`config.mk`:
```
export PLATFORM = sky130hd
export DESIGN_NAME = busDecoder
export DESIGN_NICKNAME = d
export VERILOG_FILES = /design/src/logic/hostPkg.sv /design/src/logic/busDecoder.sv
export SDC_FILE = /design/constraint.sdc
export NUM_CORES = 1
export LEC_CHECK = 0
export ABC_AREA = 0
export BUFFER_PORTS_ARGS = -buffer_cell sky130_fd_sc_hd__buf_4
export CORE_MARGIN = 1
export CORE_UTILIZATION = 35
export DETAILED_ROUTE_END_ITERATION = 8
export GPL_TIMING_DRIVEN = 0
export HOLD_SLACK_MARGIN = 0.06
export MAX_ROUTING_LAYER = met4
export PLACE_DENSITY_LB_ADDON = 0.15
export RECOVER_POWER = 50
export SKIP_CTS_REPAIR_TIMING = 1
export SYNTH_ARGS = -nofsm -noshare
export SYNTH_HDL_FRONTEND = slang
export SYNTH_SLANG_ARGS = --single-unit
```
`constraint.sdc`:
```
create_clock -name clk -period 1.4 [get_ports clk]
set_clock_uncertainty 0.2 [all_clocks]
set_input_delay 0.28 -clock clk [delete_from_list [all_inputs] [get_ports clk]]
set_output_delay 0.28 -clock clk [all_outputs]
set_load 0.02 [all_outputs]
```
`src/logic/hostPkg.sv`:
```
/*
 * Shared constants of the host board peripherals:
 * memory map, fixed read answers, serial timing,
 * and the enums for bus cycles and transmitter states
 */
package hostPkg;

    //~~~~~~~~~~~~~~~~~~~~
    // Memory map
    //~~~~~~~~~~~~~~~~~~~~
    // 16K RAM at 0000-3FFF
    localparam int RamAddrBits = 14;
    // Top address bits that select the RAM
    localparam logic [15-RamAddrBits:0] RamRegion = '0;

    // Read answers for everything that is not RAM or status
    localparam logic [7:0] HaltOpcode = 8'h76;
    localparam logic [7:0] IntVector  = 8'h80;
    localparam logic [7:0] IdleIoData = 8'hFF;

    //~~~~~~~~~~~~~~~~~~~~
    // Serial port
    //~~~~~~~~~~~~~~~~~~~~
    // Upper address byte of the I/O ports
    localparam logic [7:0] UartTxPort     = 8'h00;
    localparam logic [7:0] UartStatusPort = 8'h02;
    // Bit period in clocks, kept short for simulation
    localparam int ClocksPerBit = 8;

    // Z80 bus cycle as seen on the strobes
    typedef enum logic [2:0] {
        cycleIdle,
        cycleMemRead,
        cycleMemWrite,
        cycleIoRead,
        cycleIoWrite,
        cycleIntAck
    } busCycle;

    // 8N1 transmitter states
    typedef enum logic [1:0] {
        txIdle,
        txStart,
        txData,
        txStop
    } uartState;

endpackage

```
`src/logic/busDecoder.sv`:
```
/*
 * Z80 bus cycle decoder: strobe classification,
 * RAM and serial write enables, and the registered
 * read data combiner with its output enable
 */
`timescale 1ns/100ps

module busDecoder (
    input  logic                             clk,
    input  logic                             reset,
    input  logic [15:0]                      address,
    input  logic [7:0]                       dataIn,
    input  logic                             nMreq,
    input  logic                             nIorq,
    input  logic                             nRd,
    input  logic                             nWr,
    input  logic                             nM1,
    input  logic [7:0]                       ramQ,
    input  logic                             busy,
    output logic                             ramWrite,
    output logic [hostPkg::RamAddrBits-1:0]  ramAddr,
    output logic                             txWrite,
    output logic [7:0]                       txData,
    output logic [7:0]                       dataOut,
    output logic                             dataOutEnable
);

    hostPkg::busCycle cycle;
    hostPkg::busCycle cycleReg;
    logic ramHit;
    logic statusHit;
    logic ramHitReg;
    logic statusHitReg;
    logic readCycle;
    logic readCycleReg;

    //~~~~~~~~~~~~~~~~~~~~
    // Cycle classification
    //~~~~~~~~~~~~~~~~~~~~
    // Interrupt acknowledge wins over plain I/O as on the Z80
    always_comb begin
        cycle = hostPkg::cycleIdle;
        if (!nIorq && !nM1) begin
            cycle = hostPkg::cycleIntAck;
        end else if (!nIorq && !nRd) begin
            cycle = hostPkg::cycleIoRead;
        end else if (!nIorq && !nWr) begin
            cycle = hostPkg::cycleIoWrite;
        end else if (!nMreq && !nRd) begin
            cycle = hostPkg::cycleMemRead;
        end else if (!nMreq && !nWr) begin
            cycle = hostPkg::cycleMemWrite;
        end
    end

    // Address decode
    assign ramHit    = (address[15:hostPkg::RamAddrBits] == hostPkg::RamRegion);
    assign statusHit = (address[15:8] == hostPkg::UartStatusPort);

    assign readCycle = (cycle == hostPkg::cycleMemRead) ||
                       (cycle == hostPkg::cycleIoRead)  ||
                       (cycle == hostPkg::cycleIntAck);
    assign readCycleReg = (cycleReg == hostPkg::cycleMemRead) ||
                          (cycleReg == hostPkg::cycleIoRead)  ||
                          (cycleReg == hostPkg::cycleIntAck);

    // Writes act on every edge of the cycle while address and data are stable
    assign ramWrite = (cycle == hostPkg::cycleMemWrite) && ramHit;
    assign ramAddr  = address[hostPkg::RamAddrBits-1:0];
    assign txWrite  = (cycle == hostPkg::cycleIoWrite) &&
                      (address[15:8] == hostPkg::UartTxPort);
    assign txData   = dataIn;

    //~~~~~~~~~~~~~~~~~~~~
    // Read path
    //~~~~~~~~~~~~~~~~~~~~
    // Selection stage lines up with the registered RAM output
    always_ff @(posedge clk) begin
        if (reset) begin
            cycleReg      <= hostPkg::cycleIdle;
            ramHitReg     <= 1'b0;
            statusHitReg  <= 1'b0;
            dataOutEnable <= 1'b0;
        end else begin
            cycleReg     <= cycle;
            ramHitReg    <= ramHit;
            statusHitReg <= statusHit;
            // Rises on the second edge of a read and drops on the first idle edge
            dataOutEnable <= readCycle && readCycleReg;
        end
    end

    // Data combiner
    always_ff @(posedge clk) begin
        case (cycleReg)
            hostPkg::cycleMemRead: dataOut <= ramHitReg ? ramQ : hostPkg::HaltOpcode;
            hostPkg::cycleIoRead:  dataOut <= statusHitReg ? {7'b0, busy} : hostPkg::IdleIoData;
            hostPkg::cycleIntAck:  dataOut <= hostPkg::IntVector;
            default:               dataOut <= hostPkg::IdleIoData;
        endcase
    end

    // Master must never read and write at once
    noReadWithWrite: assert property (@(posedge clk) disable iff (reset) !(!nRd && !nWr));

endmodule

```
* Word-level counts from Yosys, hierarchy flattened
Cells that the tools add are included.
W data, S select, Z words.
** Word-level totals
- Bits in registers :: 14
- Output and inout port bits :: 33
** Cells by class
- Reductions and logical operators :: 19
- Eq/ne operators :: 9
- Muxes and demuxes :: 8
** Operator list (number)
- $pmux W8 S3 :: 1
- $mux W8 :: 2
- $eq A3 B2 Y1 const B :: 3
- $eq A3 B3 Y1 const B :: 3
- $mux W3 :: 3
- $eq A8 B2 Y1 const B :: 1
- $logic_and A1 B1 Y1 :: 8
- $logic_not A8 Y1 :: 1
- $eq A3 B1 Y1 const B :: 2
- $logic_not A1 Y1 :: 5
- $logic_or A1 B1 Y1 :: 4
- $mux W2 :: 2
- $logic_not A2 Y1 :: 1

* Depth between registers and ports, before layout
- Word-level depth :: 11
- Depth in mapped cells :: 4

* Worst setup path before layout
No wires, ideal clock.
- Path type :: in2out
- Start point :: input port nMreq
- End point :: output port ramWrite
- Setup slack :: -0.186 ns
- Arrival time :: 1.106 ns
- Required time :: 0.920 ns
- Path buffers :: 0
- Stages on the path :: 2
- Path through :: nand2b_1 > nor4_1
** On the way
- Cells in the longest elaborated chain, start to end :: 9
- Elaborated cells between the ends (all ways) :: 10
- Those cells by class :: 1 x eq/ne; 5 x mux; 4 x reduce/logical
** RTL lines
- from (decl) :: RTL line busDecoder.sv:13 : input logic nMreq,
- $logic_not A1 Y1 (*) :: RTL line busDecoder.sv:49, busDecoder.sv:51
- $logic_and A1 B1 Y1 :: RTL line busDecoder.sv:51 : end else if (!nMreq && !nWr) begin
- $mux W2 :: RTL line busDecoder.sv:51
- $mux W2 (*) :: RTL line busDecoder.sv:49 : end else if (!nMreq && !nRd) begin
- $mux W3 (*) :: RTL line busDecoder.sv:47 : end else if (!nIorq && !nWr) begin
- $mux W3 (*) :: RTL line busDecoder.sv:45 : end else if (!nIorq && !nRd) begin
- $mux W3 (*) :: RTL line busDecoder.sv:43 : if (!nIorq && !nM1) begin
- $eq A3 B2 Y1 (*) :: RTL line busDecoder.sv:68 : assign ramWrite = (cycle == hostPkg::cycleMemWrite) && ramHit;
- $logic_and A1 B1 Y1 (*) :: RTL line busDecoder.sv:68
- to (decl) :: RTL line busDecoder.sv:20 : output logic ramWrite,
Every way passes the cells marked *; elsewhere a longest branch is shown, timed or not.

* Final worst setup path
- Start point :: input port address[12]
- End point :: output port txWrite
** On the way
- Cells in the longest elaborated chain, start to end :: 2
** RTL lines
- from (decl) :: RTL line busDecoder.sv:11 : input logic [15:0] address,
- $logic_not A8 Y1 :: RTL line busDecoder.sv:71 : (address[15:8] == hostPkg::UartTxPort);
- $logic_and A1 B1 Y1 :: RTL line busDecoder.sv:70 : assign txWrite = (cycle == hostPkg::cycleIoWrite) &&
- to (decl) :: RTL line busDecoder.sv:22 : output logic txWrite,
Every way passes these cells.

==> results.cfg <==
[power_and_ir_drop]
power.static_leakage_uw = 0.000626
total_design_power_uw = 1000
max-vdd-ir-drop_v = 0.000423
cellPowerDensity_nw_per_um2 = 783

[route]
initialDrtViolationCount = 6
route.detailed.vias_per_inst = 4.33
post_drt_antenna_nets = 0
drt_pre_antenna_iters = 4
post_route_wl_mm = 1.76
detail_route.wl_per_cell_um = 10.0
vias = 757
drc = 0

[placed_design]
place.gp.congestion = 0.704
dp.final_hpwl_mm = 1.31
buffer_ports.inserted = 56

[clock_tree]
clkSlewWorstSetupHoldPaths_ns = 0.08
insertion_delay_ns = 0.27
tritoncts_clock_tree = yes
clock_tree.root_cell = clkbuf_4
cts_sinks = 14
cts_made_buffers = 3
ctsLongestPathBuffers = 2
cts_max_level = 1

[sta]
final_max_slew_viol_count = 0
setup_slack_ns = -0.232
final_hold_slack_ns = 0.0596
tns_ns = -0.408
final_period_minus_worst_setup_slack_ns = 1.63
setup-violations-final = 3
achievable-frequency_mhz = 613
transition_time_at_the_pin_with_the_least_slew_margin_ns = 0.341
post-route-period-util = 1.17
slew_headroom = 0.771
final-hold-violation-count = 0
rsz0062_at_grt = true

[critical_path]
timing.rr.start = cycleReg[2]
critical_path.reg2reg.endpoint = dataOut[5]
timing.critical_path.from_type = input pin
depth_of_the_worst_register_to_register_path = 4
rrSetupSlack_ns = 0.18
setup.worst_path.end_class = primary output
arrival_ns = 1.15
worst-path-max-fanout = 2
critical_path_required_ns = 0.92
crit_type = input pin to primary output

[grt]
grt_pass1_wl_mm = 2.68
antenna_violations_before_repair = 0
global_route.usage.total = 0.148
grt_pass1_vias = 695
grt_max_degree = 11
grt_overflow = 0

[hold_path]
hold-path-endpoint = dataOut[3]
whs_path_depth = 3
hp-start = ramQ[3]
timing.hold.worst.class = input pin to flop

[logic_synthesis]
syn-cell-area_um2 = 753
synth-edff-count = 0
synthMostInstantiatedCell = buf_4
yosys.area.top_type = dfxtp_1
yosys_warnings = 0
synth_common_cells = 23 x buf_4, 14 x dfxtp_1, 5 x a21o_1, 5 x a21oi_2, 5 x inv_1
ys_seq_elements = 14
unique_cell_type_count_in_the_yosys_netlist = 25
synth_ff_type = dfxtp_1
synth.area.top_cells = dfxtp_1 37%, buf_4 23%, a21oi_2 5.8%
synth_fp_nets = 122
proportion_of_netlist_area_held_by_the_largest_area_contributor = 0.372
asyncSetResetFlopFracSynth = 0
post_synth.cell_area_avg_um2 = 9.19
syn-instance-count = 82
synth_seq_area_share = 0.372

[layout]
layout-drive-gt1-share = 0.500
synthesis_to_finish_area_growth_pct = 70.4
antennaDiodeCount = 0
finish.net_count = 189

[die]
core_area_um2 = 2000
io_pins = 73
die-area_um2 = 2340
floorplan.rows = 16
die_h_um = 48.4
fp.dieW_um = 48.4
floorplan.initialDensity = 0.376

[flow_run]
maxCapViolCount = 0

[status]
status = finished with violations
violations = setup timing
registers in the layout, indices dropped and copies added, names as in the netlist:
register and count:
dataOut 8, dataOutEnable 1, cycleReg 3, statusHitReg 1, ramHitReg 1
critical path: stages:
cell	delay, ns
buf_8	0.10
nor4_4	0.28
nand2_2	0.11
nor4_4	0.21
buf_4	0.17
power breakdown:
group	internal, µW	leakage [µW]	total, µW	switching (µW)
registers	418	0.000115	428	10.4
clock network	158	0.0000210	280	122
logic	155	0.000490	296	141
total	731	0.000626	1000	274
layout by cell type (no fill, tap or decap), types with 2 or more instances in the layout:
cell	n
a21o_1	5
a21oi_1	3
a21oi_2	5
buf_4	55
buf_6	2
clkbuf_1	22
clkbuf_4	3
dfxtp_1	14
dlygate4sd3_1	5
inv_1	5
nand2_1	2
nand2b_1	2
nand2b_4	2
nor3_1	2
nor4_4	3
o21ai_1	2
cell type report:
cell class | instances | area (µm²)
tap | 27 | 33.8
fill | 195 | 718
buffer | 23 | 173
inverter | 5 | 18.8
clock buffer | 4 | 36.3
timing repair buffer | 62 | 410
sequential | 14 | 280
multi-input combinational | 40 | 332
logic make-up after synthesis:
kind of cell           Yosys count  share of synthesized area
flip-flops                      14                      0.372
buffers and inverters           28                      0.254
AO/OA/AOI/OAI                   20                      0.194
AND/OR/NAND/NOR                 20                      0.179
per-layer routing:
| layer | vias up | routed length (µm) | part of all wire | global-route usage |
|---|---|---|---|---|
| li1 | 388 | - | - | - |
| met1 | 314 | 697 | 0.40 | 0.171 |
| met2 | 53 | 897 | 0.51 | 0.244 |
| met3 | 2 | 152 | 0.087 | 0.0283 |
| met4 | 0 | 8 | 0.0046 | 0.0735 |
| met5 | - | 0 | 0 | - |
through the flow:
stage          worst slack, ns  instances  instance area, µm²   util
2_1_floorplan          -0.0744         82                 768      -
3_3_place_gp            -0.262        165                1220  0.611
3_5_place_dp            -0.258        165                1220  0.611
4_1_cts                 -0.258        169                1260  0.629
5_1_grt                 -0.301        175                1280  0.641
6_report                -0.232        175                1280  0.641
worst max-delay path by stage:
stage	from	endpoint	slack, ns	cells past startpoint
after floorplan	address[15]	txWrite	-0.07	3
after global placement	address[15]	txWrite	-0.26	5
after detailed placement	address[15]	txWrite	-0.26	5
after CTS	address[15]	txWrite	-0.26	5
after global routing	address[12]	txWrite	-0.30	5
final	address[12]	txWrite	-0.23	5
No activity file was read; power rests on OpenSTA's default activity.
