File: src/logic/hostPkg.sv
/*
 * Shared constants of the host board peripherals:
 * memory map, fixed read answers, serial timing,
 * and the enums for bus cycles and transmitter states
 */
package hostPkg;

    //~~~~~~~~~~~~~~~~~~~~
    // Memory map
    //~~~~~~~~~~~~~~~~~~~~
    // 16K RAM at 0000-3FFF
    localparam int RamAddrBits = 14;
    // Top address bits that select the RAM
    localparam logic [15-RamAddrBits:0] RamRegion = '0;

    // Read answers for everything that is not RAM or status
    localparam logic [7:0] HaltOpcode = 8'h76;
    localparam logic [7:0] IntVector  = 8'h80;
    localparam logic [7:0] IdleIoData = 8'hFF;

    //~~~~~~~~~~~~~~~~~~~~
    // Serial port
    //~~~~~~~~~~~~~~~~~~~~
    // Upper address byte of the I/O ports
    localparam logic [7:0] UartTxPort     = 8'h00;
    localparam logic [7:0] UartStatusPort = 8'h02;
    // Bit period in clocks, kept short for simulation
    localparam int ClocksPerBit = 8;

    // Z80 bus cycle as seen on the strobes
    typedef enum logic [2:0] {
        cycleIdle,
        cycleMemRead,
        cycleMemWrite,
        cycleIoRead,
        cycleIoWrite,
        cycleIntAck
    } busCycle;

    // 8N1 transmitter states
    typedef enum logic [1:0] {
        txIdle,
        txStart,
        txData,
        txStop
    } uartState;

endpackage

File: src/logic/uartPort.sv
/*
 * Transmit-only 8N1 serial port:
 * write edge detect, byte latch, state machine
 * with bit and clock counters, and the busy flag
 */
`timescale 1ns/100ps

module uartPort (
    input  logic       clk,
    input  logic       reset,
    input  logic       txWrite,
    input  logic [7:0] txData,
    output logic       busy,
    output logic       txd
);

    hostPkg::uartState state;
    logic txWriteDly;
    logic txAccept;
    logic bitDone;
    logic [$clog2(hostPkg::ClocksPerBit)-1:0] clkCount;
    logic [2:0] bitCount;
    logic [7:0] shifter;

    //~~~~~~~~~~~~~~~~~~~~
    // Write acceptance
    //~~~~~~~~~~~~~~~~~~~~
    // Only the first edge of a write strobe counts
    // Writes during a frame are dropped
    assign txAccept = txWrite && !txWriteDly && !busy;

    // Last clock of the current bit period
    assign bitDone = (int'(clkCount) == hostPkg::ClocksPerBit - 1);

    //~~~~~~~~~~~~~~~~~~~~
    // Transmit FSM
    //~~~~~~~~~~~~~~~~~~~~
    // txd follows the state one edge later, so each bit lasts ClocksPerBit
    always_ff @(posedge clk) begin
        if (reset) begin
            state      <= hostPkg::txIdle;
            txWriteDly <= 1'b0;
            busy       <= 1'b0;
            txd        <= 1'b1;
            clkCount   <= '0;
            bitCount   <= '0;
        end else begin
            txWriteDly <= txWrite;
            // Busy trails the state by one edge, like txd
            busy <= txAccept || (state != hostPkg::txIdle);
            case (state)
                hostPkg::txIdle: begin
                    txd <= 1'b1;
                    if (txAccept) begin
                        state    <= hostPkg::txStart;
                        clkCount <= '0;
                    end
                end
                hostPkg::txStart: begin
                    txd      <= 1'b0;
                    clkCount <= clkCount + 1'b1;
                    if (bitDone) begin
                        clkCount <= '0;
                        bitCount <= '0;
                        state    <= hostPkg::txData;
                    end
                end
                hostPkg::txData: begin
                    txd      <= shifter[0];
                    clkCount <= clkCount + 1'b1;
                    if (bitDone) begin
                        clkCount <= '0;
                        bitCount <= bitCount + 1'b1;
                        // Eighth bit done
                        if (bitCount == 3'd7) begin
                            state <= hostPkg::txStop;
                        end
                    end
                end
                hostPkg::txStop: begin
                    txd      <= 1'b1;
                    clkCount <= clkCount + 1'b1;
                    if (bitDone) begin
                        clkCount <= '0;
                        state    <= hostPkg::txIdle;
                    end
                end
                default: begin
                    state <= hostPkg::txIdle;
                end
            endcase
        end
    end

    // Byte shifter, LSB goes out first
    always_ff @(posedge clk) begin
        if (txAccept) begin
            shifter <= txData;
        end else if (state == hostPkg::txData && bitDone) begin
            shifter <= {1'b0, shifter[7:1]};
        end
    end

    // Line idles high between frames
    idleLineHigh: assert property (@(posedge clk) disable iff (reset)
        state == hostPkg::txIdle |-> txd);

endmodule

File: config.mk
export PLATFORM = sky130hd
export DESIGN_NAME = uartPort
export DESIGN_NICKNAME = d
export VERILOG_FILES = /design/src/logic/hostPkg.sv /design/src/logic/uartPort.sv
export SDC_FILE = /design/constraint.sdc
export NUM_CORES = 1
export LEC_CHECK = 0
export BUFFER_PORTS_ARGS = -buffer_cell sky130_fd_sc_hd__clkbuf_2
export CAP_MARGIN = 15
export CORE_UTILIZATION = 62
export CTS_BUF_LIST = sky130_fd_sc_hd__clkbuf_4
export DETAILED_ROUTE_END_ITERATION = 6
export GPL_TIMING_DRIVEN = 0
export PLACE_DENSITY = 0.85
export SLEW_MARGIN = 40
export SYNTH_ARGS = -nofsm -noshare
export SYNTH_HDL_FRONTEND = slang
export SYNTH_SLANG_ARGS = --single-unit
File: constraint.sdc
create_clock -name clk -period 3.59 [get_ports clk]
set_clock_uncertainty 0.05 [all_clocks]
set_input_delay 0.359 -clock clk [delete_from_list [all_inputs] [get_ports clk]]
set_output_delay 0.359 -clock clk [all_outputs]
set_load 0.1 [all_outputs]
; After elaboration in Yosys (flattened, before gate mapping)
; Cells that the tools add are included.
[totals]
output_inout_bits = 2
regBits = 19
[classes]
n_eq_ne = 10
n_reduce_logical = 14
n_mux = 15
add_sub_neg = 2
[op_table]
columns = cell, n
row1 = 8-bit 2-to-1 mux, 2
row2 = 3-bit 2-to-1 mux, 4
row3 = 3-bit case mux with 2 select lines, 2
row4 = 2-bit 2-to-1 mux, 5
row5 = 2-bit != test (second input constant), 5
row6 = 2-bit case mux with 4 select lines, 1
row7 = 3-bit by 1-bit adder with 3-bit output (second input constant), 2
row8 = 2-bit nonzero test, 3
row9 = 5-bit AND reduction, 1
row10 = 2-bit equality test (second input constant), 2
row11 = 3-bit by 1-bit equality test with 1-bit output (second input constant), 1
row12 = 3-bit equality test (second input constant), 1
row13 = 1-bit logical AND, 3
row14 = 1-bit case mux with 3 select lines, 1
row15 = 3-bit AND reduction, 1
row16 = 3-bit OR reduction, 1
row17 = 2-bit by 1-bit equality test with 1-bit output (second input constant), 1
row18 = 1-bit zero test, 2
row19 = 2-bit zero test, 1
row20 = 2-bit OR reduction, 1
row21 = 1-bit logical OR, 1

; Depth between registers and ports, before layout
; Gate-level depths: netlist of run 1.
[logic_depth]
ltp_word = 5
depth_mapped = 6
mapped_depth_nobuf = 6

; Worst setup path after synthesis of run 1
; OpenSTA, ideal clock, no wires.
[synth_timing]
kind = register to register
startpoint = register busy
endpoint = register shifter[0] (enable)
required_ns = 3.211
path_stages_with_launch = 4
synth_period_minus_slack_ns = 1.951
arrival_ns = 1.573
setup_time_ns = 0.329
setup_slack_ns = 1.639
path_cell_list = dfxtp_1 or3b_1 buf_2 nand2_1
[synth_between]
elab_chain_cells = 3
[synth_rtl]
columns = item, line_no
row1 = start: declaration, uartPort.sv:13  ; output logic busy,
row2 = start signal: assignment, uartPort.sv:50  ; busy <= txAccept || (state != hostPkg::txIdle);
row3 = 1-bit zero test, uartPort.sv:30  ; assign txAccept = txWrite && !txWriteDly && !busy;
row4 = 1-bit logical AND, uartPort.sv:30
row5 = 2-bit nonzero test (no source line), n/a
row6 = end signal: assignment, uartPort.sv:98  ; shifter <= txData;
row7 = end signal: assignment, uartPort.sv:100  ; shifter <= {1'b0, shifter[7:1]};
row8 = end: declaration, uartPort.sv:23  ; logic [7:0] shifter;
; No other way between the ends.
; A chain may end at the register's enable or synchronous reset.

; Final worst setup path of run 1
[layout_timing]
startpoint = register state[0]
endpoint = register state[0]
[layout_between]
elab_chain_cells = 3
word_cells_on_any_way = 11
[layout_rtl]
columns = item, line_no
row1 = start: declaration, uartPort.sv:17  ; hostPkg::uartState state;
row2 = start signal: assignment, uartPort.sv:41  ; state <= hostPkg::txIdle;
row3 = start signal: assignment, uartPort.sv:55  ; state <= hostPkg::txStart;
row4 = start signal: assignment, uartPort.sv:65  ; state <= hostPkg::txData;
row5 = "2-bit equality test, or another cell as far along", uartPort.sv:51  ; case (state)
row6 = 2-bit != test (no source line), n/a
row7 = 5-bit AND reduction (no source line), n/a
; Parallel ways exist; a longest one is shown, timed or not.

==> results of run 1 <==
-- worst paths after layout --
check	endpoint	slack [ns]	cells past startpoint	startpoint
min reg2reg	bitCount[1]$_SDFFE_PP0P_	0.43	2	bitCount[1]$_SDFFE_PP0P_
max reg2reg	state[0]$_SDFFE_PP0P_	1.76	6	state[0]$_SDFFE_PP0P_
max	state[0]$_SDFFE_PP0P_	1.76	6	state[0]$_SDFFE_PP0P_
min	txWriteDly$_SDFF_PP0_	0.17	2	reset
-- final cells by class --
class / instances / area (um^2) / share of cell area (%)
Timing Repair Buffer: 12 / 60.1 / 5.57
Multi-Input combinational cell: 73 / 488 / 45.2
Buffer: 3 / 12.5 / 1.16
Clock buffer: 3 / 22.5 / 2.09
Inverter: 3 / 11.3 / 1.04
Clock inverter: 1 / 5.00 / 0.464
Tap cell: 15 / 18.8 / 1.74
Sequential cell: 19 / 460 / 42.7
-- per-stage QoR --
step,setup WS [ns],utilization [%]
final,1.76,78.0
after global routing,1.62,78.0
after CTS,1.75,78.0
after detailed placement,1.78,76.0
after global placement,1.81,76.0
after floorplan,1.64,-
-- state kept, by name (all words and copies together), names as in the netlist --
name and count:
bitCount 3, shifter 8, busy 1, txd 1, txWriteDly 1, state 2
clkCount 3
-- power by group --
part	leakage, uW	total [uW]	internal, uW	switching, uW
clock	0.0000177	107	41.5	65.2
combinational	0.000310	313	112	201
sequential	0.000166	296	272	24.6
-- worst max-delay path, cell delays in order, from the launching register on --
cell       delay, ns
dfxtp_1         0.44
inv_1           0.11
ha_1            0.26
nor2b_4         0.16
a2111oi_4       0.42
a21oi_1         0.14
a211oi_2        0.19
-- metal layers --
metal	part of all wire, %	vias up
met5	0	-
met4	0	0
met3	2.5	0
met2	51	11
met1	46	309
li1	-	362
-- kinds of logic (layout without fill, tap and decap cells) --
family / Yosys count / in the layout / share of synthesized area (%)
multiplexers: 1 / 1 / 1.03
flip-flops: 19 / 19 / 47.4
adder cells (fa/ha/maj): 11 / 11 / 14.2
AND/OR/NAND/NOR: 49 / 49 / 25.4
AO/OA/AOI/OAI: 12 / 12 / 9.65
buffers and inverters: 6 / 22 / 2.45
-- synthesized netlist by cell type, types with 2 or more instances --
cell type and count:
a21oi_1 8, clkbuf_1 2, dfxtp_1 11, edfxtp_1 8
ha_1 11, inv_1 3, nand2_1 25, nand2b_1 4
nand3_1 5, nor2_1 4, nor2b_1 4
==> results.yml, run 1 <==
placed_design:
  dp.cells: 125
  port_buffers: 12
  routabilityCongestion: 0.710
  placed_area_um2: 1050
  hpwlAfterDp_mm: 1.20
clock_tree:
  insertion_delay_ns: 0.29
  cts_sinks: 19
  htree_levels: 1
  hold_buffers: 0
  tritoncts: "done"
  clock_path_buffers: 2
  numCtsBuffers: 3
  cts_setup_buffers: 0
  clkTransAtPathRegs_ns: 0.11
  clock-root-buffer: "clkbuf_4"
  cts-resized-gates: 0
final_layout:
  drive_gt1_share_pct: 20.2
  fin_cells: 129
  antenna_cells: 0
  area_growth_pct: 10.9
  fin_area_um2: 1080
  fill_cells: 96
  final_nets: 137
  mostFrequentLayoutCells: "25 x nand2_1, 12 x clkbuf_2, 11 x ha_1, 11 x dfxtp_1"
  final_common_cell: "nand2_1"
die:
  fp.dieH_um: 41.6
  num_rows: 13
  initial_core_util_pct: 70.3
  die_w_um: 41.6
  pin_count: 13
  die_area_um2: 1730
  core_um2: 1380
grt:
  track_usage_pct: 19.2
  antenna_found_initial: 0
  met1_usage_pct: 25.1
  met3_usage_pct: 5.22
  grt_overflow: 0
  grt_pass1_vias: 614
  use_met2_pct: 32.2
  busiest_layer: "met2"
  grt_max_degree: 12
  grt_pass1_wl_mm: 2.53
flow_run:
  cap_violations: 0
drt:
  vias: 682
  drtIter0Drc: 5
  post_drt_via_cell_ratio: 5.29
  drtAntennaViolNets: 0
  wl_per_cell_um: 11.9
  drc: 0
  drt_first_pass_iters: 4
  totalWireLength_mm: 1.54
synthesis:
  yosysTopAreaCell: "edfxtp_1"
  synthTopCellsByArea: "edfxtp_1 25%, dfxtp_1 23%, ha_1 14%, nand2_1 9.7%, a21oi_1 4.1%"
  async_flop_share_pct: 0
  seq_area_frac_synth_pct: 47.4
  syn_inst: 98
  synth_top_area_share_pct: 24.7
  ys_ff_latch: 19
  synth.distinct_cells: 24
  synthFlopType: "dfxtp_1"
  synth_edf_count: 8
  avgSynthCellArea_um2: 9.92
  ys_warn_count: 0
  syn-cell-area_um2: 972
  synth_nets: 120
hold_path:
  hp-class: "in2reg"
power:
  p_leak_uw: 0.000495
  p_total_uw: 715
  p_per_area_nw_per_um2: 663
  ir_drop_mv: 0.607
sta:
  fin_setup_tns_ns: 0
  setup_viol: 0
  fmax_mhz: 547
  rsz0062_at_grt: "no"
  max_slew_margin_pct: 64.2
  period_share_pct: 50.9
  hold_ws_ns: 0.173
  slew_viol_final: 0
  hold_viol: 0
  fin_crit_ns: 1.83
  worst_slew_pin_slew_ns: 0.539
critical_path:
  endpoint_kind: "flip-flop"
  critPathKind: "reg2reg"
  crit_arrival_ns: 2.00
  cp-start-kind: "flip-flop"
  cp_max_fo: 5
  critical_path_required_ns: 3.77
status:
  status: "completed"
Power figures use the tool's default switching activity.
==> inputs of run 2 (changes only) <==
Settings changed: CORE_UTILIZATION 62 to 58, PLACE_DENSITY 0.85 to 0.8.
Clock period 3.59 ns to 1.73 ns, I/O delays scaled along.
==> run 2 against run 1 <==
Compared with the run above: register-to-register slack got worse by 1.7 ns; total power is 120% higher; clock-buffer cell count is the same; hold slack worse by 0.097 ns; sequential power grew 110%; critical path depth down 3; combinational power rose by 130%.
==> results.yml, run 2 (synthesis gave the netlist of run 1 again) <==
power:
  switchingPower_uw: 620
  p_leak_uw: 0.000500
  pwr-share-clk_pct: 14.3
  p_total_uw: 1560
  ir_drop_mv: 1.15
  power_switching_share_pct: 39.6
  p_comb_share_pct: 46.1
  p_int_uw: 944
  p_seq_share_pct: 39.6
  p_per_area_nw_per_um2: 1380
die:
  num_rows: 14
  core_um2: 1540
  die_area_um2: 1840
  pin_count: 13
  die_w_um: 42.9
  initial_core_util_pct: 63.1
  fp.dieH_um: 42.9
sta:
  worst_slew_pin_slew_ns: 0.538
  slew_viol_final: 0
  hold_ws_ns: 0.0757
  setup_viol: 0
  fin_crit_ns: 1.66
  fmax_mhz: 604
  hold_viol: 0
  max_slew_margin_pct: 64.3
  period_share_pct: 95.7
  fin_ws_ns: 0.0744
critical_path:
  endpoint_kind: "flip-flop"
  critPathBufInv: 1
  cp-start-kind: "flip-flop"
  path_cells: "or3b_1 -> buf_2 -> nand2_1"
  critical_path_required_ns: 1.65
  cpMaxStageDelayCell: "or3b_1"
  critPathKind: "reg2reg"
  max_stage_delay_ns: 0.44
  crit_family: "simple AND/OR/NAND/NOR gates"
  crit_arrival_ns: 1.58
  cp_max_fo: 10
drt:
  drc: 0
  vias: 683
  drt_first_pass_iters: 4
  drtIter0Drc: 6
  totalWireLength_mm: 1.48
  post_drt_via_cell_ratio: 5.14
  wl_per_cell_um: 11.1
  drtAntennaViolNets: 0
grt:
  track_usage_pct: 17.1
  antenna_found_initial: 0
  grt_pass1_vias: 575
  grt_overflow: 0
  grt_max_degree: 12
  grt_pass1_wl_mm: 2.35
final_layout:
  final_nets: 140
  register_area_um2: 468
  fill_cells: 127
  final_common_cell: "nand2_1"
  drive_gt1_share_pct: 29.1
  largest_reg_flops: 8
  largestRegisters: "shifter (8), bitCount (3), clkCount (3)"
  regMostFlops: "shifter"
  antenna_cells: 0
  mostFrequentLayoutCells: "25 x nand2_1, 12 x clkbuf_2, 8 x edfxtp_1"
  final_core_utilization_pct: 73.7
  area_growth_pct: 16.9
  multi_input_area_um2: 512
hold_path:
  hp-class: "in2reg"
clock_tree:
  htree_levels: 1
  clock_path_buffers: 2
  cts_sinks: 19
  clkTransAtPathRegs_ns: 0.11
  tritoncts: "done"
  numCtsBuffers: 3
  clock-root-buffer: "clkbuf_4"
  insertion_delay_ns: 0.29
placed_design:
  routabilityCongestion: 0.807
  dp_slack_ns: -0.128
  hpwlAfterDp_mm: 1.08
  port_buffers: 12
flow_run:
  cap_violations: 0
status:
  status: "completed"
run 2: power by group through the flow:
stage | clock network, uW | logic, uW | registers, uW
6_report | 223 | 722 | 619
3_5_place_dp | 0 | 636 | 627
3_3_place_gp | 0 | 624 | 622
4_1_cts | 228 | 684 | 622
5_1_grt | 243 | 784 | 632
2_1_floorplan | 0 | 420 | 729
run 2: worst paths after layout:
kind | slack [ns] | end | from | cells past startpoint
worst max-delay path | 0.07 | shifter[3]$_DFFE_PP_ | busy$_SDFF_PP0_ | 3
worst min-delay path | 0.08 | txWriteDly$_SDFF_PP0_ | txWrite | 2
worst max register to register | 0.07 | shifter[3]$_DFFE_PP_ | busy$_SDFF_PP0_ | 3
worst min register to register | 0.43 | bitCount[1]$_SDFFE_PP0P_ | bitCount[1]$_SDFFE_PP0P_ | 2
run 2: routing by layer:
metal,vias up,wire [um],global-route usage (%),part of all wire (%)
met3,0,38,3.83,2.6
li1,367,-,-,-
met4,0,0,6.67,0
met5,-,0,0,0
met2,9,675,26.4,46
met1,307,765,23.3,52
run 2: worst reg2reg max path: stages, from the launching register on:
cell,delay (ns)
dfxtp_2,0.34
or3b_1,0.44
buf_2,0.21
nand2_1,0.29
run 2: through the flow:
step                      cell area [um^2]  setup TNS [ns]  cells
after floorplan                        973               0     98
after global placement                1050         -0.0685    126
after detailed placement              1050          -0.200    126
after CTS                             1110               0    132
after global routing                  1140       -0.000202    133
final                                 1140               0    133
run 2: layout make-up:
type	instances	share of cell area (%)
plain buffers	3	1.10
clock buffers	3	1.98
clock inverters	1	0.441
inverters	3	0.991
multi-input cells	73	45.0
flip-flops and latches	19	41.2
well taps	16	1.76
repair buffers	15	7.49
run 2: what timing repair did:
action,in CTS,in global routing
endpoints found under the setup margin,2,4
setup buffers,1,1
hold buffers,1,0
gates resized for setup,4,6
pin swaps,2,3
endpoints found under the hold margin,1,0
==> inputs of run 3 (changes only) <==
Settings changed: CELL_PAD_IN_SITES_DETAIL_PLACEMENT set to 1, CELL_PAD_IN_SITES_GLOBAL_PLACEMENT set to 1, CORE_ASPECT_RATIO set to 0.6, CORE_UTILIZATION 58 to 45, PLACE_DENSITY 0.8 to unset, PLACE_DENSITY_LB_ADDON set to 0.1.
==> run 3 against run 2 <==
Compared with the run above: final cell count grew 9.8%; register-to-register slack lost 0.02 ns; core utilization shrank 11 points; design area grew 6.7%; highest routed layer is now met4; via count grew 8.9%; clock power grew 7%; critical path type unchanged; setup slack lost 0.023 ns; fmax shrank 1.4%.
==> results.yml, run 3 (synthesis gave the netlist of run 1 again) <==
status:
  status: "completed"
clock_tree:
  htree_levels: 1
  tritoncts: "done"
  clock_path_buffers: 2
  cts_sinks: 19
  clock-root-buffer: "clkbuf_4"
  numCtsBuffers: 3
  clkTransAtPathRegs_ns: 0.11
  insertion_delay_ns: 0.30
power:
  power_switching_share_pct: 41.0
  ir_drop_mv: 0.636
  pwr-share-clk_pct: 14.0
  p_int_uw: 1010
  p_total_uw: 1710
  switchingPower_uw: 699
  p_seq_share_pct: 38.3
  p_leak_uw: 0.000507
  p_comb_share_pct: 47.8
  p_per_area_nw_per_um2: 1410
hold_path:
  hp-class: "in2reg"
die:
  die_area_um2: 2360
  core_um2: 1940
  pin_count: 13
  initial_core_util_pct: 50.2
  die_w_um: 62.0
  fp.dieH_um: 38.0
  num_rows: 12
final_layout:
  final_common_cell: "nand2_1"
  largestRegisters: "shifter (8), bitCount (3), clkCount (3)"
  fill_cells: 223
  fin_area_um2: 1210
  mostFrequentLayoutCells: "24 x nand2_1, 12 x clkbuf_2, 8 x edfxtp_1"
  antenna_cells: 0
  largest_reg_flops: 8
  drive_gt1_share_pct: 36.4
  regMostFlops: "shifter"
  area_growth_pct: 24.7
  final_nets: 141
placed_design:
  routabilityCongestion: 0.731
  port_buffers: 12
  dp_slack_ns: -0.154
  hpwlAfterDp_mm: 1.61
  placed_area_um2: 1070
critical_path:
  critical_path_required_ns: 1.91
  cp_max_fo: 5
  r2r_slack_ns: 0.05
  endpoint_kind: "flip-flop"
  critPathKind: "reg2reg"
  crit_arrival_ns: 1.86
  cp-start-kind: "flip-flop"
sta:
  fin_crit_ns: 1.68
  hold_ws_ns: 0.0755
  max_slew_margin_pct: 58.9
  fin_ws_ns: 0.0517
  worst_slew_pin_slew_ns: 0.614
  slew_viol_final: 0
  hold_viol: 0
  fmax_mhz: 596
  setup_viol: 0
  period_share_pct: 97.0
drt:
  drc: 0
  drt_first_pass_iters: 4
  vias: 744
  wl_per_cell_um: 16.0
  drtIter0Drc: 16
  totalWireLength_mm: 2.34
  post_drt_via_cell_ratio: 5.10
  drtAntennaViolNets: 0
grt:
  track_usage_pct: 21.5
  grt_overflow: 0
  grt_pass1_vias: 726
  antenna_found_initial: 0
  grt_max_degree: 11
  grt_pass1_wl_mm: 3.40
flow_run:
  cap_violations: 0
## run 3: cell types whose count changed in the layout (fill, tap and decap cells not counted), sizes merged
| cell | delta |
|---|---|
| buf | +2 |
| clkinv | -1 |
## run 3: layout make-up
cell class	count	area, um^2	area share, %
multi-input combinational	73	553	45.6
sequential	19	474	39.1
timing repair buffer	17	100	8.26
tap	28	35.0	2.89
clock buffer	4	30.0	2.48
inverter	3	11.3	0.929
buffer	2	8.76	0.722
## run 3: critical path, cell delays in order, from the launching register on
cell	delay [ns]
dfxtp_4	0.39
inv_2	0.07
ha_4	0.17
nor2b_4	0.14
a2111oi_4	0.43
nand3_1	0.17
a21oi_2	0.18
## run 3: through the flow
step / setup TNS [ns] / instances / utilization, %
after floorplan: 0 / 98 / -
after global placement: -0.105 / 138 / 55.2
after detailed placement: -0.336 / 138 / 55.2
after CTS: 0 / 144 / 58.0
after global routing: -0.00506 / 146 / 62.6
final: 0 / 146 / 62.6
## run 3: path summary, 6_finish.rpt
check	start	endpoint	cells after the start
worst max-delay path	state[0]$_SDFFE_PP0P_	state[1]$_SDFFE_PP0P_	6
worst min-delay path	txData[0]	shifter[0]$_DFFE_PP_	3
worst max register to register	state[0]$_SDFFE_PP0P_	state[1]$_SDFFE_PP0P_	6
worst min register to register	bitCount[1]$_SDFFE_PP0P_	bitCount[1]$_SDFFE_PP0P_	2
## run 3: repair_timing
item / in CTS / in global routing
resized for setup: 4 / 18
gates cloned: 0 / 0
hold buffers: 1 / 0
endpoints found under the setup margin: 5 / 13
endpoints found under the hold margin: 1 / 0
buffers inserted: 1 / 3
pin swaps: 1 / 6
## run 3: power groups by stage
stage / logic [uW] / clock network [uW] / registers (uW)
final: 815 / 238 / 653
after global routing: 876 / 265 / 663
after CTS: 718 / 243 / 625
after detailed placement: 684 / 0 / 629
after global placement: 634 / 0 / 624
after floorplan: 420 / 0 / 729
## run 3: layer usage
metal	vias up	wire (um)	part of all wire, %	GRT usage (%)
met5	-	0	0	0
li1	370	-	-	-
met2	15	1160	50	36.7
met4	0	21	0.90	3.33
met3	2	84	3.6	7.09
met1	357	1070	46	26.9
